### src/common/fb_pkg.sv
`default_nettype none

package fb_pkg;

    // visible area and porches, in pixel clocks
    localparam int h_disp  = 16;
    localparam int h_fp    = 2;
    localparam int h_sync  = 3;
    localparam int h_bp    = 3;
    localparam int h_total = h_disp + h_fp + h_sync + h_bp;  // 24

    // vertical timing, in lines
    localparam int v_disp  = 8;
    localparam int v_fp    = 1;
    localparam int v_sync  = 2;
    localparam int v_bp    = 1;
    localparam int v_total = v_disp + v_fp + v_sync + v_bp;  // 12

    localparam int fb_depth = h_disp * v_disp;  // one pixel per word

    localparam int addr_w = 7;  // log2 of fb_depth
    localparam int cnt_w  = 5;  // holds h_total - 1 and v_total - 1
    localparam int len_w  = 8;

    // command coordinates only reach the visible area
    localparam int x_w = $clog2(h_disp);
    localparam int y_w = $clog2(v_disp);

    typedef struct packed {
        logic [7:0] r;
        logic [7:0] g;
        logic [7:0] b;
    } pixel_t;

    // one horizontal run of a single colour
    typedef struct packed {
        logic [x_w-1:0]   x;
        logic [y_w-1:0]   y;
        logic [len_w-1:0] len;  // zero is rejected
        pixel_t           color;
    } draw_cmd_t;

    // frame RAM write port
    typedef struct packed {
        logic              en;
        logic [addr_w-1:0] addr;
        pixel_t            data;
    } fb_wr_t;

    // raster position plus its decoded strobes
    typedef struct packed {
        logic [cnt_w-1:0] hcount;
        logic [cnt_w-1:0] vcount;
        logic             de;
        logic             hsync;
        logic             vsync;
    } raster_t;

    // pixel stream toward the HDMI encoder
    typedef struct packed {
        pixel_t rgb;
        logic   de;
        logic   hsync;
        logic   vsync;
    } video_t;

endpackage

`default_nettype wire

### src/logic/video_timing.sv
`default_nettype none

module video_timing (
    input  logic            clk,
    input  logic            rst_n,
    output fb_pkg::raster_t raster
);
    import fb_pkg::*;

    logic [cnt_w-1:0] h_nxt;
    logic [cnt_w-1:0] v_nxt;

    // strobes for a given position, so they stay aligned with the counters
    function automatic raster_t decode(input logic [cnt_w-1:0] h, input logic [cnt_w-1:0] v);
        raster_t res;
        res.hcount = h;
        res.vcount = v;
        res.de     = (h < cnt_w'(h_disp)) && (v < cnt_w'(v_disp));
        res.hsync  = (h >= cnt_w'(h_disp + h_fp)) && (h < cnt_w'(h_disp + h_fp + h_sync));
        res.vsync  = (v >= cnt_w'(v_disp + v_fp)) && (v < cnt_w'(v_disp + v_fp + v_sync));
        return res;
    endfunction

    always_comb
    begin
        h_nxt = raster.hcount + 1'b1;
        v_nxt = raster.vcount;
        if (raster.hcount == cnt_w'(h_total - 1))
        begin
            h_nxt = '0;
            if (raster.vcount == cnt_w'(v_total - 1))
                v_nxt = '0;  // end of frame
            else
                v_nxt = raster.vcount + 1'b1;
        end
    end

    always_ff @(posedge clk or negedge rst_n)
    begin
        if (!rst_n)
            raster <= decode('0, '0);
        else
            raster <= decode(h_nxt, v_nxt);
    end

    // sync sits in the blanking interval only
    a_hsync_not_de: assert property (
        @(posedge clk) disable iff (!rst_n)
        !(raster.hsync && raster.de)
    );

endmodule

`default_nettype wire

### src/logic/draw_engine.sv
`default_nettype none

module draw_engine (
    input  logic              clk,
    input  logic              rst_n,
    input  fb_pkg::draw_cmd_t cmd,
    input  logic              cmd_valid,
    input  logic              ready,
    output logic              busy,
    output logic              done,
    output fb_pkg::fb_wr_t    fb_wr
);
    import fb_pkg::*;

    typedef enum logic {
        st_idle,
        st_run
    } state_t;

    state_t            state;
    logic [len_w-1:0]  remaining;   // writes left, including the current one
    logic              accept;
    logic [addr_w-1:0] start_addr;
    logic              wr_en;
    logic [addr_w-1:0] wr_addr;
    pixel_t            wr_color;

    // strobes while busy or before the RAM is cleared are simply lost
    assign accept = cmd_valid && ready && (state == st_idle) && (cmd.len != '0);

    assign start_addr = addr_w'(cmd.y) * addr_w'(h_disp) + addr_w'(cmd.x);

    assign busy = (state == st_run);

    always_ff @(posedge clk or negedge rst_n)
    begin
        if (!rst_n)
        begin
            state     <= st_idle;
            remaining <= '0;
            wr_en     <= 1'b0;
            done      <= 1'b0;
        end
        else
        begin
            done <= 1'b0;
            case (state)
                st_idle:
                begin
                    if (accept)
                    begin
                        state     <= st_run;
                        remaining <= cmd.len;
                        wr_en     <= 1'b1;  // first write lands with busy
                    end
                end
                st_run:
                begin
                    if (remaining == len_w'(1))
                    begin
                        state <= st_idle;
                        wr_en <= 1'b0;
                        done  <= 1'b1;  // falls together with busy
                    end
                    else
                        remaining <= remaining - 1'b1;
                end
                default: state <= st_idle;
            endcase
        end
    end

    always_ff @(posedge clk)
    begin
        if (accept)
        begin
            wr_addr  <= start_addr;
            wr_color <= cmd.color;
        end
        else if (state == st_run)
        begin
            if (wr_addr == addr_w'(fb_depth - 1))
                wr_addr <= '0;  // run continues at top of frame
            else
                wr_addr <= wr_addr + 1'b1;
        end
    end

    assign fb_wr = '{en: wr_en, addr: wr_addr, data: wr_color};

    a_wr_in_run: assert property (
        @(posedge clk) disable iff (!rst_n)
        fb_wr.en |-> busy
    );

    a_done_after_busy: assert property (
        @(posedge clk) disable iff (!rst_n)
        done |-> (!busy && $past(busy))
    );

endmodule

`default_nettype wire

### src/framebuf/frame_ram.sv
`default_nettype none

module frame_ram (
    input  logic                      clk,
    input  logic                      rst_n,
    input  fb_pkg::fb_wr_t            fb_wr,
    input  logic [fb_pkg::addr_w-1:0] rd_addr,
    output fb_pkg::pixel_t            rd_data,
    output logic                      ready
);
    import fb_pkg::*;

    pixel_t            mem [fb_depth];
    logic [addr_w-1:0] clr_addr;
    logic              we;
    logic [addr_w-1:0] waddr;
    pixel_t            wdata;

    // clear walks every word once, then hands the port to the engine
    always_ff @(posedge clk or negedge rst_n)
    begin
        if (!rst_n)
        begin
            clr_addr <= '0;
            ready    <= 1'b0;
        end
        else if (!ready)
        begin
            clr_addr <= clr_addr + 1'b1;
            if (clr_addr == addr_w'(fb_depth - 1))
                ready <= 1'b1;  // stays high until next reset
        end
    end

    always_comb
    begin
        if (ready)
        begin
            we    = fb_wr.en;
            waddr = fb_wr.addr;
            wdata = fb_wr.data;
        end
        else
        begin
            we    = 1'b1;
            waddr = clr_addr;
            wdata = '0;
        end
    end

    // read returns the old word when both ports hit the same address
    always_ff @(posedge clk)
    begin
        if (we)
            mem[waddr] <= wdata;
        rd_data <= mem[rd_addr];
    end

    a_no_wr_during_clear: assert property (
        @(posedge clk) disable iff (!rst_n)
        fb_wr.en |-> ready
    );

endmodule

`default_nettype wire

### src/logic/scanout.sv
`default_nettype none

module scanout (
    input  logic                      clk,
    input  logic                      rst_n,
    input  fb_pkg::raster_t           raster,
    output logic [fb_pkg::addr_w-1:0] rd_addr,
    input  fb_pkg::pixel_t            rd_data,
    output fb_pkg::video_t            video
);
    import fb_pkg::*;

    logic de_q;
    logic hsync_q;
    logic vsync_q;

    // row-major frame, address only meaningful inside the visible area
    always_comb
    begin
        if (raster.de)
            rd_addr = addr_w'(raster.vcount) * addr_w'(h_disp) + addr_w'(raster.hcount);
        else
            rd_addr = '0;
    end

    // one stage to match the registered RAM read
    always_ff @(posedge clk or negedge rst_n)
    begin
        if (!rst_n)
        begin
            de_q    <= 1'b0;
            hsync_q <= 1'b0;
            vsync_q <= 1'b0;
        end
        else
        begin
            de_q    <= raster.de;
            hsync_q <= raster.hsync;
            vsync_q <= raster.vsync;
        end
    end

    assign video.rgb   = de_q ? rd_data : '0;  // black in blanking
    assign video.de    = de_q;
    assign video.hsync = hsync_q;
    assign video.vsync = vsync_q;

endmodule

`default_nettype wire

### src/logic/display_top.sv
`default_nettype none

module display_top (
    input  logic              clk,
    input  logic              rst_n,
    input  fb_pkg::draw_cmd_t cmd,
    input  logic              cmd_valid,
    output logic              busy,
    output logic              done,
    output logic              ready,
    output fb_pkg::video_t    video
);
    import fb_pkg::*;

    fb_wr_t            fb_wr;    // engine to RAM
    raster_t           raster;   // timing to scanout
    logic [addr_w-1:0] rd_addr;
    pixel_t            rd_data;

    video_timing u_video_timing (
        .clk    (clk),
        .rst_n  (rst_n),
        .raster (raster)
    );

    draw_engine u_draw_engine (
        .clk       (clk),
        .rst_n     (rst_n),
        .cmd       (cmd),
        .cmd_valid (cmd_valid),
        .ready     (ready),
        .busy      (busy),
        .done      (done),
        .fb_wr     (fb_wr)
    );

    frame_ram u_frame_ram (
        .clk     (clk),
        .rst_n   (rst_n),
        .fb_wr   (fb_wr),
        .rd_addr (rd_addr),
        .rd_data (rd_data),
        .ready   (ready)
    );

    scanout u_scanout (
        .clk     (clk),
        .rst_n   (rst_n),
        .raster  (raster),
        .rd_addr (rd_addr),
        .rd_data (rd_data),
        .video   (video)
    );

endmodule

`default_nettype wire

### config.mk
export PLATFORM = sky130hd
export DESIGN_NAME = display_top
export DESIGN_NICKNAME = d
export VERILOG_FILES = /design/src/common/fb_pkg.sv /design/src/logic/video_timing.sv /design/src/logic/draw_engine.sv /design/src/framebuf/frame_ram.sv /design/src/logic/scanout.sv /design/src/logic/display_top.sv
export SDC_FILE = /design/constraint.sdc
export NUM_CORES = 2
export LEC_CHECK = 0
export BUFFER_PORTS_ARGS = -buffer_cell sky130_fd_sc_hd__buf_2
export CAP_MARGIN = 10
export CORE_MARGIN = 5
export CORE_UTILIZATION = 40
export CTS_CLUSTER_SIZE = 28
export DETAILED_ROUTE_END_ITERATION = 10
export PLACE_DENSITY = 0.59
export SLEW_MARGIN = 25
export SYNTH_ARGS = -nofsm -noshare
export SYNTH_HDL_FRONTEND = slang
export SYNTH_SLANG_ARGS = --single-unit
### constraint.sdc
create_clock -name clk -period 7.57 [get_ports clk]
set_input_delay 0.757 -clock clk [delete_from_list [all_inputs] [get_ports clk]]
set_output_delay 0.757 -clock clk [all_outputs]
set_load 0.01 [all_outputs]
# Yosys cells after proc, flatten, opt, wreduce, memory -nomap -nowiden

Memories as Yosys holds them, arrays and structs flattened. A register that Yosys moved wholly into a read port is not among the register bits.
Index checks and enable logic that the tools add are counted.

$add $sub $neg: 7
Multiply operators: 0
Divide/modulo/power cells: 0
Magnitude comparators: 6
Equal/unequal tests: 8
Shifts and indexed selects: 0
Mux-type cells: 26
Bitwise gates (word level): 1
Reductions and logical operators: 10

Operators with widths:

| cell                                                              | count |
|---|---|
| two-way mux 24 bit                                                | 2 |
| two-way mux 7 bit                                                 | 5 |
| two-way mux 8 bit                                                 | 2 |
| case mux 8 bit (2 select lines)                                   | 1 |
| two-way mux 5 bit                                                 | 3 |
| adder 7 x 1 -> 7 bit, second input constant                       | 2 |
| == test 7 bit, second input constant                              | 2 |
| two-way mux 1 bit                                                 | 11 |
| adder 5 x 1 -> 5 bit, second input constant                       | 2 |
| less-than comparator 5 x 4 -> 1 bit, second input constant        | 2 |
| less-than comparator 5 bit, second input constant                 | 2 |
| == test 8 x 1 -> 1 bit, second input constant                     | 1 |
| nonzero test 8 bit                                                | 1 |
| subtractor 8 x 1 -> 8 bit, second input constant                  | 1 |
| adder 7 x 4 -> 7 bit                                              | 1 |
| adder 7 x 5 -> 7 bit                                              | 1 |
| logical AND 1 bit                                                 | 6 |
| == test 5 x 4 -> 1 bit, second input constant                     | 1 |
| == test 5 bit, second input constant                              | 1 |
| greater-or-equal comparator 5 x 4 -> 1 bit, second input constant | 1 |
| greater-or-equal comparator 5 bit, second input constant          | 1 |
| != test 2 bit, second input constant                              | 2 |
| case mux 1 bit (2 select lines)                                   | 2 |
| AND reduction 2 bit                                               | 2 |
| other kinds (3)                                                   | 3 |

Bits in registers: 66
Bits in latches: 0
Bits in writable memories: 3072
Bits in read-only memories: 0
Input bits: 42
Output and inout port bits: 30
Memories kept: 1

Memory list:

| name            | depth | bits a word | rd ports | clocked after memory_dff | write ports | line            | RTL |
|---|---|---|---|---|---|---|---|
| u_frame_ram.mem | 128   | 24          | 1        | 1                        | 1           | frame_ram.sv:13 | `pixel_t mem [fb_depth];` |

# Longest topological paths before layout

Word-level depth: 5
Depth in mapped cells: 13
Depth with buffers taken out: 9

# By module

A second synthesis with hierarchy kept.

Cells, all modules: 4841
Area total of the unflattened synthesis: 120799.6 µm²

By module, submodules not included:

| module       | times used | cells an instance | area an instance (µm²) |
|---|---|---|---|
| frame_ram    | 1          | 4609              | 117993.2 |
| draw_engine  | 1          | 129               | 1780.5 |
| video_timing | 1          | 61                | 655.6 |
| scanout      | 1          | 42                | 370.4 |

# Worst setup path before layout

Ideal clock, no wire load.

Kind: register -> register
Start: register u_frame_ram.ready
End: memory u_frame_ram.mem[0][10] (netlist bit), data pin
Setup time: 534 ps
Arrival: 3125 ps
Setup slack: 3911 ps
Stages on the path, launching flop included: 6
Period minus slack after synthesis: 3659 ps
Cells stage by stage: dfrtp_1 > clkbuf_1 > buf_1 > clkbuf_1 > clkbuf_1 > and2_1

RTL lines:

| item                   | line            | RTL |
|---|---|---|
| from (decl)            | frame_ram.sv:9  | `output logic ready` |
| from (signal assigned) | frame_ram.sv:25 | `ready <= 1'b0;` |
| from (signal assigned) | frame_ram.sv:31 | `ready <= 1'b1;` |
| to (decl)              | frame_ram.sv:13 |  |

# Worst setup path in the final report

Start: register, netlist name u_video_timing.raster[2]
End: register, netlist name u_frame_ram.rd_data[8]

Cells in the longest elaborated chain, start to end: 1

Ends and longest elaborated chain:

| item              | line          | RTL |
|---|---|---|
| two-way mux 7 bit | scanout.sv:20 | `if (raster.de)` |

Every way passes these cells.
A chain may end at the register's enable or synchronous reset.

==> run summary <==
Post-Syn Nets: 7,328
Vias in the first global route: 70,600
Worst-Margin Slew: 1.21 ns
Initial Util: 0.401
Worst vdd rail ir drop: 198 µV
GRT Resource Usage Total: 0.252
Post-CTS sizing: 0
Synth warn: 0
Period utilization: 0.716
Syn Std Cell Area: 0.124 mm²
DRC viols: 0
Max cap viols: 0
Largest net degree at the start of global routing: 110
Hold crit path type: in -> reg
Status: completed
LEAKAGE: 40.1 nW
FF+latch count, synth: 3,162
Global-route wire length before repair: 576,000 µm
FFs w/ async S/R, synth: 0.0111
Multi-input logic area: 0.0272 mm²
CP Class: reg -> reg
Seq. cell area: 0.0946 mm²
Ports: 72
Post-route ant nets: 0
Relative slew slack: 0.185
Core Box Area: 0.309 mm²
Worst Skew: 0.0558 ns
Max clock buf depth: 4
Startpoint types: flop
Dpl ws: 2.17 ns
Starting DRT DRC Count: 11,700
# fillers: 26,200
Initial antenna violation count: 46
Synth unique cells: 79
WL/cell: 35.1 µm
Clk Latency, worst-skew pair: 0.94 ns
Hold depth: 3
Final Instance Area: 0.141 mm²
Worst EP required: 8.37 ns
Die width: 566 µm
Via count of the routed design: 74,100
RSZ-0062 raised after global routing: no
First-pass iteration count of the detailed router: 8
Fin. max-slew vios: 0
Post-CTS Repair Setup Buffers: 0
Worst R2R Setup Slack: 2.15 ns
Synth Flop Type: edfxtp_1
Gr ovfl total: 0
Post-synthesis sequential area ratio: 0.763
EDFF count, synth: 3,103
Final WL: 419,000 µm
Post-Syn Instances: 7,278
# setup viols final: 0
Synthesis-to-finish area growth: 13.9%
Final worst slack: 2.15 ns
Final Critical Period: 5.42 ns
IO Port Bufs: 71
Crit Path Max Fanout: 43
Vias/cell: 6.20
Sink Count: 3,162
Nets: 7,583
CTS Root Cell: clkbuf_16
Setup TNS: 0 ns
Die Y: 566 µm
Power Total: 35.1 mW
# rows: 204
CTS buffer count: 330
Layout cells sized above 1: 0.172
Final Hold Vio Count: 0
Crit path capture type: flop
RePlAce Congestion: 0.927
Synth Area per Inst: 17.0 µm²
DP HPWL: 250,000 µm
Placed cell area: 0.130 mm²
CTS H-tree depth: 5
CTS clk-pin slew, worst paths: 0.06 ns
Reg2reg path depth: 9
CTS tree: yes
Die ar.: 0.321 mm²
Fmax: 185 MHz
Commonest cells after routing, fill and taps aside: edfxtp_1 (3,103), mux2i_1 (615), nand2_1 (453), clkbuf_16 (336), o21ai_0 (302)
Most common cell after layout, fill and taps aside: edfxtp_1
Hold Buf Count CTS: 25
Pwr dens: 249 mW/mm²
CP arrival: 6.21 ns
[final timing paths]
kind / start / to
max: u_video_timing.raster[2]$_DFF_PN1_ / u_frame_ram.rd_data[8]$_DFF_P_
min: cmd[25] / u_draw_engine.remaining[1]$_DFFE_PN0P_
max reg2reg: u_video_timing.raster[2]$_DFF_PN1_ / u_frame_ram.rd_data[8]$_DFF_P_
min reg2reg: u_video_timing.raster[1]$_DFF_PN0_ / u_scanout.hsync_q$_DFF_PN0_
max in group asynchronous: rst_n / u_video_timing.raster[9]$_DFF_PN0_
min in group asynchronous: rst_n / u_draw_engine.remaining[2]$_DFFE_PN0P_
[critical path, cell delays in order, from the launching register on]
cell      delay [ns]
dfstp_4         0.77
buf_4           0.62
nand2_1         0.94
nor2_2          0.97
nand2_1         0.67
nor2_1          0.26
nand3_1         0.38
o221ai_1        0.29
buf_4           0.27
a21oi_1         0.08
[power by group]
part | internal [mW] | total [mW] | switching (mW)
clock network | 9.19 | 16.1 | 6.95
logic | 0.0163 | 0.0276 | 0.0113
registers | 18.9 | 18.9 | 0
total | 28.1 | 35.1 | 6.96
[metrics by stage]
step | hold slack [ns] | cells | util
5_1_grt | 0.101 | 11900 | 0.457
3_3_place_gp | 0.345 | 11300 | 0.420
4_1_cts | 0.0514 | 11900 | 0.456
6_report | 0.109 | 12000 | 0.457
3_5_place_dp | 0.346 | 11300 | 0.421
2_1_floorplan | 0.331 | 7278 | -
[routing by layer]
metal,GRT usage,vias up,part of all wire
met1,0.342,38600,0.38
met4,0.118,24,0.057
met5,0.00372,-,0.00077
met3,0.0643,910,0.11
met2,0.380,4588,0.45
li1,-,30000,-
[cell families after synthesis]
kind of cell,Yosys count,synth area share
flip-flops,3162,0.763
AND/OR/NAND/NOR,1118,0.0398
multiplexers,877,0.0843
adder cells (fa/ha/maj),8,0.000808
AO/OA/AOI/OAI,1573,0.0870
buffers and inverters,517,0.0232
XOR/XNOR,23,0.00163
[cells in the mapped netlist, types with 44 or more instances]
library cell     n  share of area
mux2_2         145          0.013
o22ai_1        233          0.012
o221ai_1       160          0.011
nand2_1        456          0.014
a31oi_1         44         0.0022
o21ai_0        311          0.013
buf_2          184         0.0074
o211ai_1        67         0.0041
a211oi_1        68         0.0041
and2_1          68         0.0034
a21oi_1        258          0.010
mux2i_1        615          0.050
a22oi_1         64         0.0039
edfxtp_1      3103           0.75
a221oi_1       143          0.010
buf_4          111         0.0067
a221o_1         44         0.0036
clkbuf_1       141         0.0043
nand3_1        113         0.0046
mux4_2         114          0.021
nor2_1         312         0.0095
[sequential cells by signal, summed over array words and instances, names as in the netlist]
signal                   count
u_frame_ram.mem           3072
u_draw_engine.fb_wr         24
u_frame_ram.rd_data         24
u_video_timing.raster       13
u_draw_engine.remaining      8
u_draw_engine.wr_addr        7
u_frame_ram.clr_addr         7
u_draw_engine.busy           1
u_draw_engine.done           1
u_draw_engine.wr_en          1
u_frame_ram.ready            1
u_scanout.de_q               1
u_scanout.hsync_q            1
u_scanout.vsync_q            1
[cell type report]
type,count,area share
diodes,38,0.000674
clock buffers,417,0.0624
clock inverters,181,0.0131
inverters,24,0.000710
multi-input cells,3599,0.193
flip-flops and latches,3162,0.671
well taps,4120,0.0366
repair buffers,416,0.0232
Note: power is estimated with default switching activity, not from simulation.
